==> config.mk <==
export PLATFORM = sky130hd
export DESIGN_NAME = rx_datapath_top
export DESIGN_NICKNAME = d
export VERILOG_FILES = /design/src/common/dsp_const_pkg.sv /design/src/common/dsp_cfg_pkg.sv /design/src/source/rx_datapath_top.sv /design/src/source/dsp_cfg_regs.sv /design/src/channel/channel_error.sv /design/src/ffe/ffe_slicer.sv /design/src/source/lane_delay.sv
export SDC_FILE = /design/constraint.sdc
export NUM_CORES = 2
export LEC_CHECK = 0
export ABC_CLOCK_PERIOD_IN_PS = 10800
export BUFFER_PORTS_ARGS = -buffer_cell sky130_fd_sc_hd__buf_2
export CAP_MARGIN = 25
export CORE_UTILIZATION = 30
export CTS_CLUSTER_SIZE = 16
export DETAILED_ROUTE_END_ITERATION = 8
export GPL_TIMING_DRIVEN = 0
export PLACE_DENSITY_LB_ADDON = 0.3
export SETUP_SLACK_MARGIN = 0.02
export SYNTH_ARGS = -nofsm -noshare
export SYNTH_HDL_FRONTEND = slang
export SYNTH_SLANG_ARGS = --single-unit
==> constraint.sdc <==
create_clock -name clk_i -period 10.8 [get_ports clk_i]
set_input_delay 2.16 -clock clk_i [delete_from_list [all_inputs] [get_ports clk_i]]
set_output_delay 2.16 -clock clk_i [all_outputs]
set_load 0.05 [all_outputs]
==> src/common/dsp_const_pkg.sv <==
`default_nettype none

package dsp_const_pkg;

    localparam int lane_count     = 4;
    localparam int code_width     = 8;
    localparam int ffe_taps       = 3;
    localparam int weight_width   = 8;
    localparam int ffe_out_width  = 10;
    localparam int shift_width    = 4;
    localparam int chan_taps      = 3;
    localparam int chan_est_width = 8;
    localparam int err_width      = 10;

    // Full-precision sums before the shift
    localparam int ffe_acc_width  = code_width + weight_width + 2;
    localparam int chan_acc_width = chan_est_width + 4;

    localparam int code_delay   = 3;
    localparam int bit_delay    = 2;
    localparam int pipe_latency = code_delay + 1;

    typedef logic signed [code_width-1:0]    code_t;
    typedef logic signed [ffe_out_width-1:0] ffe_t;
    typedef logic signed [err_width-1:0]     err_t;

    // Lane 0 holds the oldest symbol of a block
    typedef code_t [lane_count-1:0] code_blk_t;
    typedef logic  [lane_count-1:0] bit_blk_t;
    typedef ffe_t  [lane_count-1:0] ffe_blk_t;
    typedef err_t  [lane_count-1:0] err_blk_t;

    // Clamp to the range of a w-bit signed number
    function automatic logic signed [31:0] sat_signed(input logic signed [31:0] v,
                                                      input int w);
        logic signed [31:0] hi;
        logic signed [31:0] lo;
        logic signed [31:0] res;
        hi = (32'sd1 <<< (w - 1)) - 32'sd1;
        lo = -(32'sd1 <<< (w - 1));
        if (v > hi) begin
            res = hi;
        end else if (v < lo) begin
            res = lo;
        end else begin
            res = v;
        end
        return res;
    endfunction

endpackage

`default_nettype wire
==> src/common/dsp_cfg_pkg.sv <==
`default_nettype none

package dsp_cfg_pkg;

    localparam int wb_adr_width = 4;
    localparam int wb_dat_width = 16;
    localparam int wb_sel_width = wb_dat_width / 8;

    // Register map
    localparam logic [wb_adr_width-1:0] reg_ffe_w0     = 4'd0;
    localparam logic [wb_adr_width-1:0] reg_ffe_w1     = 4'd1;
    localparam logic [wb_adr_width-1:0] reg_ffe_w2     = 4'd2;
    localparam logic [wb_adr_width-1:0] reg_ffe_shift  = 4'd3;
    localparam logic [wb_adr_width-1:0] reg_thresh     = 4'd4;
    localparam logic [wb_adr_width-1:0] reg_chan_h0    = 4'd5;
    localparam logic [wb_adr_width-1:0] reg_chan_h1    = 4'd6;
    localparam logic [wb_adr_width-1:0] reg_chan_h2    = 4'd7;
    localparam logic [wb_adr_width-1:0] reg_chan_shift = 4'd8;

    typedef logic signed [dsp_const_pkg::weight_width-1:0]   weight_t;
    typedef logic signed [dsp_const_pkg::chan_est_width-1:0] chan_tap_t;

    typedef struct packed {
        weight_t [dsp_const_pkg::ffe_taps-1:0]           ffe_weight;
        logic [dsp_const_pkg::shift_width-1:0]           ffe_shift;
        logic signed [dsp_const_pkg::ffe_out_width-1:0]  thresh;
        chan_tap_t [dsp_const_pkg::chan_taps-1:0]        chan_est;
        logic [dsp_const_pkg::shift_width-1:0]           chan_shift;
    } dsp_cfg_t;

    typedef struct packed {
        logic                    cyc;
        logic                    stb;
        logic                    we;
        logic [wb_adr_width-1:0] adr;
        logic [wb_dat_width-1:0] dat;
        logic [wb_sel_width-1:0] sel;
    } wb_req_t;

    typedef struct packed {
        logic                    ack;
        logic [wb_dat_width-1:0] dat;
    } wb_rsp_t;

endpackage

`default_nettype wire

==> src/source/rx_datapath_top.sv <==
`default_nettype none

module rx_datapath_top (
    input  wire logic                     clk_i,
    input  wire logic                     rst_n_i,
    input  wire dsp_const_pkg::code_blk_t codes_i,
    input  wire dsp_cfg_pkg::wb_req_t     wb_req_i,
    output dsp_cfg_pkg::wb_rsp_t          wb_rsp_o,
    output dsp_const_pkg::bit_blk_t       bits_o,
    output dsp_const_pkg::err_blk_t       err_o,
    output logic                          valid_o
);

    import dsp_const_pkg::*;
    import dsp_cfg_pkg::*;

    dsp_cfg_t                cfg;
    bit_blk_t                sliced_bits;
    code_blk_t               codes_dly;
    logic [pipe_latency-1:0] fill_q;

    dsp_cfg_regs u_cfg_regs (
        .clk_i    (clk_i),
        .rst_n_i  (rst_n_i),
        .wb_req_i (wb_req_i),
        .wb_rsp_o (wb_rsp_o),
        .cfg_o    (cfg)
    );

    ffe_slicer u_ffe_slicer (
        .clk_i   (clk_i),
        .rst_n_i (rst_n_i),
        .codes_i (codes_i),
        .cfg_i   (cfg),
        .bits_o  (sliced_bits)
    );

    // ADC codes held until the channel estimate is ready
    lane_delay #(
        .payload_t (code_blk_t),
        .depth     (code_delay)
    ) u_code_delay (
        .clk_i   (clk_i),
        .rst_n_i (rst_n_i),
        .din_i   (codes_i),
        .dout_o  (codes_dly)
    );

    channel_error u_channel_error (
        .clk_i       (clk_i),
        .rst_n_i     (rst_n_i),
        .bits_i      (sliced_bits),
        .codes_dly_i (codes_dly),
        .cfg_i       (cfg),
        .err_o       (err_o)
    );

    // Bits lined up with the errors
    lane_delay #(
        .payload_t (bit_blk_t),
        .depth     (bit_delay)
    ) u_bit_delay (
        .clk_i   (clk_i),
        .rst_n_i (rst_n_i),
        .din_i   (sliced_bits),
        .dout_o  (bits_o)
    );

    // Pipeline fill after reset
    always_ff @(posedge clk_i) begin
        if (!rst_n_i) begin
            fill_q <= '0;
        end else begin
            fill_q <= {fill_q[pipe_latency-2:0], 1'b1};
        end
    end

    assign valid_o = fill_q[pipe_latency-1];

endmodule

`default_nettype wire

==> src/source/dsp_cfg_regs.sv <==
`default_nettype none

module dsp_cfg_regs (
    input  wire logic                 clk_i,
    input  wire logic                 rst_n_i,
    input  wire dsp_cfg_pkg::wb_req_t wb_req_i,
    output dsp_cfg_pkg::wb_rsp_t      wb_rsp_o,
    output dsp_cfg_pkg::dsp_cfg_t     cfg_o
);

    import dsp_const_pkg::*;
    import dsp_cfg_pkg::*;

    dsp_cfg_t                cfg_q;
    logic                    ack_q;
    logic                    access;
    logic                    wr_en;
    logic [wb_dat_width-1:0] rd_data;
    logic [wb_dat_width-1:0] rd_data_q;
    logic [wb_dat_width-1:0] wr_data;

    // New transfer that is acked on the next edge
    assign access = wb_req_i.cyc && wb_req_i.stb && !ack_q;
    assign wr_en  = access && wb_req_i.we;

    always_comb begin
        rd_data = '0;
        case (wb_req_i.adr)
            reg_ffe_w0:     rd_data = wb_dat_width'($signed(cfg_q.ffe_weight[0]));
            reg_ffe_w1:     rd_data = wb_dat_width'($signed(cfg_q.ffe_weight[1]));
            reg_ffe_w2:     rd_data = wb_dat_width'($signed(cfg_q.ffe_weight[2]));
            reg_ffe_shift:  rd_data = wb_dat_width'(cfg_q.ffe_shift);
            reg_thresh:     rd_data = wb_dat_width'($signed(cfg_q.thresh));
            reg_chan_h0:    rd_data = wb_dat_width'($signed(cfg_q.chan_est[0]));
            reg_chan_h1:    rd_data = wb_dat_width'($signed(cfg_q.chan_est[1]));
            reg_chan_h2:    rd_data = wb_dat_width'($signed(cfg_q.chan_est[2]));
            reg_chan_shift: rd_data = wb_dat_width'(cfg_q.chan_shift);
            default:        rd_data = '0;
        endcase
    end

    // Unselected bytes keep the current register bits
    always_comb begin
        for (int b = 0; b < wb_sel_width; b++) begin
            if (wb_req_i.sel[b]) begin
                wr_data[8*b +: 8] = wb_req_i.dat[8*b +: 8];
            end else begin
                wr_data[8*b +: 8] = rd_data[8*b +: 8];
            end
        end
    end

    always_ff @(posedge clk_i) begin
        if (!rst_n_i) begin
            cfg_q <= '0;
            ack_q <= 1'b0;
        end else begin
            ack_q <= access;
            if (wr_en) begin
                case (wb_req_i.adr)
                    reg_ffe_w0:     cfg_q.ffe_weight[0] <= wr_data[weight_width-1:0];
                    reg_ffe_w1:     cfg_q.ffe_weight[1] <= wr_data[weight_width-1:0];
                    reg_ffe_w2:     cfg_q.ffe_weight[2] <= wr_data[weight_width-1:0];
                    reg_ffe_shift:  cfg_q.ffe_shift     <= wr_data[shift_width-1:0];
                    reg_thresh:     cfg_q.thresh        <= wr_data[ffe_out_width-1:0];
                    reg_chan_h0:    cfg_q.chan_est[0]   <= wr_data[chan_est_width-1:0];
                    reg_chan_h1:    cfg_q.chan_est[1]   <= wr_data[chan_est_width-1:0];
                    reg_chan_h2:    cfg_q.chan_est[2]   <= wr_data[chan_est_width-1:0];
                    reg_chan_shift: cfg_q.chan_shift    <= wr_data[shift_width-1:0];
                    default:        cfg_q               <= cfg_q;
                endcase
            end
        end
    end

    // Read data captured with the transfer
    always_ff @(posedge clk_i) begin
        if (access) begin
            rd_data_q <= rd_data;
        end
    end

    assign wb_rsp_o.ack = ack_q;
    assign wb_rsp_o.dat = rd_data_q;
    assign cfg_o        = cfg_q;

endmodule

`default_nettype wire

==> src/channel/channel_error.sv <==
`default_nettype none

module channel_error (
    input  wire logic                     clk_i,
    input  wire logic                     rst_n_i,
    input  wire dsp_const_pkg::bit_blk_t  bits_i,
    input  wire dsp_const_pkg::code_blk_t codes_dly_i,
    input  wire dsp_cfg_pkg::dsp_cfg_t    cfg_i,
    output dsp_const_pkg::err_blk_t       err_o
);

    import dsp_const_pkg::*;

    // Bit 0 is symbol -1 and a zero bit stands for a -1 symbol
    logic [chan_taps-2:0] bit_hist_q;
    err_blk_t             est_d;
    err_blk_t             est_q;

    // Channel filter taps applied to +1/-1 symbols
    always_comb begin
        logic signed [chan_acc_width-1:0] acc;
        logic                             b;
        for (int i = 0; i < lane_count; i++) begin
            acc = '0;
            for (int k = 0; k < chan_taps; k++) begin
                if (i >= k) begin
                    b = bits_i[i-k];
                end else begin
                    b = bit_hist_q[k-i-1];
                end
                if (b) begin
                    acc = acc + $signed(cfg_i.chan_est[k]);
                end else begin
                    acc = acc - $signed(cfg_i.chan_est[k]);
                end
            end
            acc = acc >>> cfg_i.chan_shift;
            est_d[i] = err_width'(sat_signed(acc, err_width));
        end
    end

    always_ff @(posedge clk_i) begin
        if (!rst_n_i) begin
            est_q      <= '0;
            bit_hist_q <= '0;
        end else begin
            est_q <= est_d;
            for (int k = 0; k < chan_taps - 1; k++) begin
                bit_hist_q[k] <= bits_i[lane_count-1-k];
            end
        end
    end

    // Estimate minus the ADC code of the same symbol
    always_ff @(posedge clk_i) begin
        logic signed [err_width:0] diff;
        if (!rst_n_i) begin
            err_o <= '0;
        end else begin
            for (int i = 0; i < lane_count; i++) begin
                diff     = $signed(est_q[i]) - $signed(codes_dly_i[i]);
                err_o[i] <= err_width'(sat_signed(diff, err_width));
            end
        end
    end

endmodule

`default_nettype wire

==> src/ffe/ffe_slicer.sv <==
`default_nettype none

module ffe_slicer (
    input  wire logic                     clk_i,
    input  wire logic                     rst_n_i,
    input  wire dsp_const_pkg::code_blk_t codes_i,
    input  wire dsp_cfg_pkg::dsp_cfg_t    cfg_i,
    output dsp_const_pkg::bit_blk_t       bits_o
);

    import dsp_const_pkg::*;

    // Entry 0 is symbol -1 from the previous block
    code_t    code_hist_q [ffe_taps-1];
    ffe_blk_t ffe_d;
    ffe_blk_t ffe_q;

    always_comb begin
        logic signed [ffe_acc_width-1:0] acc;
        code_t                           sym;
        for (int i = 0; i < lane_count; i++) begin
            acc = '0;
            for (int k = 0; k < ffe_taps; k++) begin
                if (i >= k) begin
                    sym = codes_i[i-k];
                end else begin
                    sym = code_hist_q[k-i-1];
                end
                acc = acc + $signed(sym) * $signed(cfg_i.ffe_weight[k]);
            end
            acc = acc >>> cfg_i.ffe_shift;
            ffe_d[i] = ffe_out_width'(sat_signed(acc, ffe_out_width));
        end
    end

    // FFE results registered one cycle after the codes
    always_ff @(posedge clk_i) begin
        if (!rst_n_i) begin
            ffe_q <= '0;
            for (int k = 0; k < ffe_taps - 1; k++) begin
                code_hist_q[k] <= '0;
            end
        end else begin
            ffe_q <= ffe_d;
            for (int k = 0; k < ffe_taps - 1; k++) begin
                code_hist_q[k] <= codes_i[lane_count-1-k];
            end
        end
    end

    // Slicer
    always_ff @(posedge clk_i) begin
        if (!rst_n_i) begin
            bits_o <= '0;
        end else begin
            for (int i = 0; i < lane_count; i++) begin
                bits_o[i] <= ($signed(ffe_q[i]) >= $signed(cfg_i.thresh));
            end
        end
    end

endmodule

`default_nettype wire

==> src/source/lane_delay.sv <==
`default_nettype none

module lane_delay #(
    parameter type payload_t = logic,
    parameter int  depth     = 1
) (
    input  wire logic     clk_i,
    input  wire logic     rst_n_i,
    input  wire payload_t din_i,
    output payload_t      dout_o
);

    payload_t stage_q [depth];

    always_ff @(posedge clk_i) begin
        if (!rst_n_i) begin
            for (int s = 0; s < depth; s++) begin
                stage_q[s] <= '0;
            end
        end else begin
            stage_q[0] <= din_i;
            for (int s = 1; s < depth; s++) begin
                stage_q[s] <= stage_q[s-1];
            end
        end
    end

    assign dout_o = stage_q[depth-1];

endmodule

`default_nettype wire

# --- After elaboration in Yosys (flattened, before gate mapping) ---
# Memories as Yosys holds them, arrays and structs flattened.
# Index checks and enable logic that the tools add are counted.
word_totals:
  word_cells: 210
  mem_bits_ro: 0
  register_bits: 213
  memories: 3
  latch_bits: 0
  output_inout_bits: 62
  ram_bits: 120
memory_table:
  columns: ["memory", "words", "word_bits", "rd", "rd_ports_with_merged_regs", "wr", "line_no", "text"]
  rows:
  - ["u_code_delay.stage_q", 3, 32, 3, 0, 3, "lane_delay.sv:13", "payload_t stage_q [depth];"]
  - ["u_ffe_slicer.code_hist_q", 2, 8, 2, 0, 2, "ffe_slicer.sv:14", "code_t code_hist_q [ffe_taps-1];"]
  - ["u_bit_delay.stage_q", 2, 4, 2, 0, 2, "lane_delay.sv:13", null]
classes:
  mux: 49
  n_eq_ne: 8
  shift: 8
  n_div: 0
  multipliers: 12
  addsub: 29
  reduce_logical: 26
  order_cmp: 28
  bitwise: 8
ops:
  columns: ["cell", "count"]
  rows:
  - ["$mul A8 B8 Y16", 12]
  - ["$add A18 B18 Y18", 8]
  - ["$mux W12", 12]
  - ["$pmux W16 S9", 1]
  - ["$mux W10", 12]
  - ["$mux W9", 12]
  - ["$add A12 B8 Y12", 8]
  - ["$mux W32", 3]
  - ["$sub A12 B8 Y12", 8]
  - ["$gt A18 B10 Y1 const B", 4]
  - ["$lt A18 B10 Y1 const B", 4]
  - ["$sshr A18 B4 Y18", 4]
  - ["$gt A12 B10 Y1 const B", 4]
  - ["$lt A12 B10 Y1 const B", 4]
  - ["$sshr A12 B4 Y12", 4]
  - ["$gt A11 B10 Y1 const B", 4]
  - ["$lt A11 B10 Y1 const B", 4]
  - ["$sub A10 B8 Y11", 4]
  - ["$ge A10 B10 Y1", 4]
  - ["$mux W8", 3]
  - ["$reduce_or A2 Y1", 12]
  - ["$reduce_and A2 Y1", 9]
  - ["$eq A4 B3 Y1 const B", 4]
  - ["$sub A1 B8 Y9 const A", 1]
  - ["other kinds (11)", 23]

# --- Depth between registers and ports, before layout ---
logic_depth:
  depth_word: 10
  depth_mapped: 39
  mapped_depth_nobuf: 36

# --- Cells and area by module ---
# A second synthesis with hierarchy kept.
unflattened:
  cells_unflattened: 6317
  hier_area_um2: 57269.9
modules_own_cells:
  columns: ["mod", "cells_per_inst", "instances", "area_per_inst_um2"]
  rows:
  - ["ffe_slicer", 4193, 1, 39128.8]
  - ["channel_error", 1448, 1, 11116.9]
  - ["dsp_cfg_regs", 415, 1, 3841.2]
  - ["lane_delay (u_code_delay)", 234, 1, 2844.0]
  - ["lane_delay (u_bit_delay)", 20, 1, 240.2]
  - ["rx_datapath_top", 7, 1, 98.8]

# --- Worst setup path before layout ---
# Ideal clock, no wire load.
synth_path:
  path_kind: "input-to-reg"
  startpoint: "input codes_i[5] in the netlist's numbering"
  endpoint: "register u_ffe_slicer.ffe_q[0] in the netlist's numbering"
  path_buffers: 4
  required_ns: 10.651
  cell_stages: 36
  arrival_time_ns: 9.908
  setup_time_ns: 0.149
  slack_ns: 0.743
  cell_sequence: "clkbuf_1 -> nand2_1 -> fa_1 -> inv_1 -> fa_1 -> inv_1 -> fa_1 -> inv_1 -> fa_1 -> ha_1 -> inv_1 -> o21ai_0 -> a21oi_1 -> nor2b_1 -> o21a_1 -> o21ai_0 -> nand2b_1 -> a21oi_1 -> o21ai_0 -> xnor2_1 -> fa_1 -> clkbuf_1 -> inv_1 -> ha_1 -> buf_1 -> a31o_2 -> a21oi_1 -> a21oi_1 -> xnor2_1 -> a22o_1 -> a211o_1 -> a221oi_1 -> and4_1 -> a31o_2 -> clkbuf_1 -> nand3_1"
synth_between:
  elab_chain_cells: 7
  elab_cells_between_ends: 8
synth_lines:
  columns: ["element", "line_no", "text"]
  rows:
  - ["start: declaration", "rx_datapath_top.sv:6", "input wire dsp_const_pkg::code_blk_t codes_i,"]
  - ["$mul A8 B8 Y16 *", "ffe_slicer.sv:29", "acc = acc + $signed(sym) * $signed(cfg_i.ffe_weight[k]);"]
  - ["$add A18 B18 Y18 * (2 in series)", "ffe_slicer.sv:29", null]
  - ["$sshr A18 B4 Y18 *", "ffe_slicer.sv:31", "acc = acc >>> cfg_i.ffe_shift;"]
  - ["$lt A18 B10 Y1", "dsp_const_pkg.sv:43", "end else if (v < lo) begin"]
  - ["$mux W10", "dsp_const_pkg.sv:43", null]
  - ["$mux W9 *", "dsp_const_pkg.sv:41", "if (v > hi) begin"]
  - ["end signal: assignment", "ffe_slicer.sv:39", "ffe_q <= '0;"]
  - ["end signal: assignment", "ffe_slicer.sv:44", "ffe_q <= ffe_d;"]
  - ["end: declaration", "ffe_slicer.sv:16", "ffe_blk_t ffe_q;"]
# Every way passes the cells marked *; elsewhere a longest branch is shown, timed or not.
# A chain may end at the register's enable or synchronous reset.

# --- Worst setup path after layout ---
layout_path:
  startpoint: "input codes_i[6] in the netlist's numbering"
  endpoint: "register u_ffe_slicer.ffe_q[5] in the netlist's numbering"
# Same word-level chain as after synthesis.

==> results <==
- The run finished with clean final reports.
- In this run, placement finished with an instance count of 9723.
- The effective utilization at floorplan is 0.302.
- After detailed routing, the average wire length per cell comes to 23.4 um.
- After synthesis the netlist holds a flip-flop and latch count of ~310.
- The max-slew violation count came to 0.
- The completed layout was analyzed and its total power is around 3800 uW.
- The global-route wire length before repair is ~340000 um.
- In this run the number of H-tree levels came out at 2.
- Setup violations remaining at the end of the flow were counted as 0.
- The main flop type after synthesis is sky130_fd_sc_hd__dfxtp_1.
- The all-layer global routing usage is 0.232.
- In this run the worst setup path begins at codes_i[6].
- The clock tree from TritonCTS is yes.
- The origin of the critical flop-to-flop path is u_cfg_regs.cfg_o[45].
- The congestion estimate from routability-driven global placement came to ~0.97.
- For this block, the initial DRC count from the detailed router was just over 4k.
- The delay of the slowest cell on the worst path is 0.69 ns.
- The sequential area share after synthesis is 0.108.
- The clock net in this run drives a total of ~310 sinks.
- The number of cells produced by synthesis is between 7k and 8k.
- The final setup skew is between 0.02 and 0.03 ns.
- The HPWL reported at the end of detailed placement is a little under 200000 um.
- With fillers left out, the area of the finished cells amounts to roughly 0.064 sq mm.
- The Yosys step of the flow raised 0 warnings.
- The launch point of the worst hold path is fill_q[1].
- In the layout the commonest cells are 1212 x sky130_fd_sc_hd__inv_1, 737 x sky130_fd_sc_hd__fa_1, 586 x sky130_fd_sc_hd__nand2_1.
- The power per standard cell area is 59.2 mW/mm^2.
- The post-detailed-route DRC marker count is 0.
- The final critical-path required period is 10.48 ns.
- The worst hold margin is roughly 0.43 ns.
- The via count of the first global-routing pass came to about 50k.
- The buffer depth of the longest clock path is 3.
- Buffers inserted to repair hold after CTS numbered 0.
- Grouping stages by cell kind, the critical path spends the most delay in adder cells.
- The die footprint is between 0.15 and 0.2 sq mm.
- The normalized max-slew margin is 0.223.
- The number of buffers created by CTS is 36.
- The number of antenna violations at the first check in global routing was 20.
- In this run the tool buffered the top-level ports with 110 buffer cells.
- The CTS root buffer is sky130_fd_sc_hd__clkbuf_16.
- The number of buffers and inverters on the critical path is 7.
- For this run, the number of standard cells in the final layout without fillers is slightly below 10k.
- The critical path is of the input pin to register type.
- Of the cells placed in the final design, the portion with a size suffix greater than 1 is 0.0635.
- The data required time of the worst path is approximately 11 ns.
- The die extent in y is 442 um.
- In the synthesized netlist the async set-or-reset flop fraction comes to 0.
- The via density per instance is between 5 and 6.
- STA classifies the critical path endpoint as a register.
- The cell area after placement is approximately 0.062 sq mm.
- Measured along the x axis, the die boundary spans 442 um.
- The distinct cell type count of the synthesized netlist is 91.
- Along the worst path, the maximum fanout reaches 9.
- The worst setup path is launched from an input pin.
- The hold violation count in the final report is 0.
- Across all layers, the routed design uses between 50k and 60k vias.
- The dominant cell type by count on the critical path is sky130_fd_sc_hd__fa_1.
- The total routed wirelength is between 200000 and 250000 um.
- The average size of a mapped cell is between 8 and 9 sq um.
- In the finished design, the share of the clock period the worst path needs comes to 0.970.
- The largest individual stage delay along the critical path comes from the cell sky130_fd_sc_hd__fa_2.
- The number of cell rows is around 160.
- Across the VDD grid, the largest voltage drop is between 0.0001 and 0.00015 V.
- In this run the cell area of the synthesized design comes to around 0.058 sq mm.
- The first-pass iteration count of the detailed router is 7.
- The number of flops mapped to enable cells by yosys is 10.
- The tool flagged a number of max-cap violations equal to 0.
- The largest net degree at the start of global routing is 18.
- The transition time of the tightest slew-check pin is between 1 and 1.5 ns.
- The number of nets handed over by synthesis was 8425.
- The area growth from synthesis to final layout is 10.6%.
- The later pin in the worst-skew pair is clocked with a latency of between 0.6 and 0.7 ns.
- In this run the static leakage power is 0.0310 uW.
- The fmax is about 95 MHz.
- The library cell used most frequently in the layout, excluding fill and tap cells, is sky130_fd_sc_hd__inv_1.
- 121 I/O pins were placed.
- The placeable core region is around 0.19 sq mm.
- After global routing the overflow that remains totals 0.
- The filler cells instantiated in the layout total just over 20k.
- At the worst endpoint, the arrival time is between 10 and 15 ns.
- Setup repair after global routing could not meet its margin everywhere.
- At the end of the flow the core is filled with cells to 0.334.
- The count of nets left with antenna violations once routing finished came out at 0.
- The type of the tightest min-delay check is register to register.
- The post-CTS clock slew at the launch and capture registers of the worst setup and hold paths is around 0.070 ns.
- The final layout contains 8610 nets.
-- per-layer routing --
metal	GRT usage	up-vias	wire length [um]
met4	0.100	2	11500
met1	0.302	24887	97900
met3	0.0311	346	13800
met2	0.384	1674	107000
li1	-	23208	-
met5	0	-	13
-- Yosys cell counts (17+ instances only) --
library cell,count,area share
sky130_fd_sc_hd__inv_1,1212,0.078
sky130_fd_sc_hd__fa_1,740,0.25
sky130_fd_sc_hd__nand2_1,586,0.038
sky130_fd_sc_hd__ha_1,573,0.12
sky130_fd_sc_hd__and2_1,550,0.059
sky130_fd_sc_hd__nor2_1,396,0.026
sky130_fd_sc_hd__a21oi_1,376,0.032
sky130_fd_sc_hd__o21ai_0,312,0.027
sky130_fd_sc_hd__xnor2_1,306,0.046
sky130_fd_sc_hd__dfxtp_1,299,0.10
sky130_fd_sc_hd__clkbuf_1,271,0.017
sky130_fd_sc_hd__xor2_1,137,0.021
sky130_fd_sc_hd__a21o_1,126,0.016
sky130_fd_sc_hd__mux2i_1,93,0.016
sky130_fd_sc_hd__nor3_1,84,0.0072
sky130_fd_sc_hd__nor2b_1,76,0.0082
sky130_fd_sc_hd__nand2b_1,74,0.0080
sky130_fd_sc_hd__nand3_1,72,0.0062
sky130_fd_sc_hd__a211oi_1,58,0.0075
sky130_fd_sc_hd__o21a_1,56,0.0072
sky130_fd_sc_hd__mux2_2,48,0.0093
sky130_fd_sc_hd__o211ai_1,36,0.0046
sky130_fd_sc_hd__o21bai_1,32,0.0041
sky130_fd_sc_hd__a31oi_1,28,0.0030
sky130_fd_sc_hd__buf_1,27,0.0017
sky130_fd_sc_hd__and3_1,26,0.0028
sky130_fd_sc_hd__a21boi_0,21,0.0027
sky130_fd_sc_hd__mux4_2,21,0.0081
sky130_fd_sc_hd__o31ai_1,20,0.0026
sky130_fd_sc_hd__a211o_1,19,0.0029
sky130_fd_sc_hd__nand4_1,18,0.0019
sky130_fd_sc_hd__o22ai_1,18,0.0019
sky130_fd_sc_hd__or2_2,18,0.0019
sky130_fd_sc_hd__nor3b_1,17,0.0022
sky130_fd_sc_hd__nor4_1,17,0.0018
-- where the power goes --
part / switching (uW) / internal [uW]
clock: 571 / 815
combinational: 789 / 317
sequential: 65.4 / 1260
-- area by class of cell --
type                    count  area (sq um)  share of cell area
flip-flops and latches    309          6290              0.0977
clock inverters            17           260             0.00404
plain buffers             304          1270              0.0198
multi-input cells        5211         46500               0.723
clock buffers              48          1080              0.0168
inverters                1217          4570              0.0710
well taps                2526          3160              0.0491
repair buffers            159          1170              0.0182
diodes                      9          22.5            0.000350
-- sequential cells by signal, indices dropped and copies added (netlist names) --
name / cells
fill_q: 4
u_bit_delay.stage_q: 7
u_cfg_regs.ack_q: 1
u_cfg_regs.cfg_o: 66
u_cfg_regs.rd_data_q: 10
u_channel_error.bit_hist_q: 1
u_channel_error.err_o: 40
u_channel_error.est_q: 40
u_code_delay.stage_q: 96
u_ffe_slicer.bits_o: 4
u_ffe_slicer.ffe_q: 40
-- per-stage QoR --
stage                     setup WS, ns  TNS [ns]
final                            0.323         0
after global routing            0.0257         0
after CTS                       0.0225         0
after detailed placement         -1.84    -48.91
after floorplan                  0.743         0
after global placement           -1.73    -49.28
-- kinds of logic (layout without fill, tap and decap cells) --
family / after synthesis / in the layout / share of synthesized area
adder cells (fa/ha/maj): 1316 / 1316 / 0.378
XOR/XNOR: 444 / 444 / 0.0671
AND/OR/NAND/NOR: 1980 / 1980 / 0.169
AO/OA/AOI/OAI: 1309 / 1309 / 0.144
multiplexers: 162 / 162 / 0.0334
other: 0 / 9 / 0
flip-flops: 309 / 309 / 0.108
buffers and inverters: 1533 / 1745 / 0.0999
-- final timing paths --
| check | slack (ns) | cells after the start | to |
|---|---|---|---|
| worst min-delay path | 0.43 | 1 | fill_q[2] |
| worst min register to register | 0.43 | 1 | fill_q[2] |
| worst max-delay path | 0.32 | 34 | u_ffe_slicer.ffe_q[5] |
| worst max register to register | 0.33 | 33 | u_ffe_slicer.ffe_q[10] |
-- worst reg2reg max path: cells and delay by family, from the launching register on --
family          cells  cell delay (ns)
compound gates     13             3.17
xor+xnor            1             0.36
fa+ha+maj           7             3.21
buf+inv             6             1.81
flops               1             0.67
simple gates        6             1.10
-- timing repair --
action / 4_1_cts / 5_1_grt
buffers inserted: 1 / 14
endpoints found under the setup margin: 40 / 40
pin swaps: 1 / 16
gates resized for setup: 45 / 112
(Power assumes the default switching activity.)
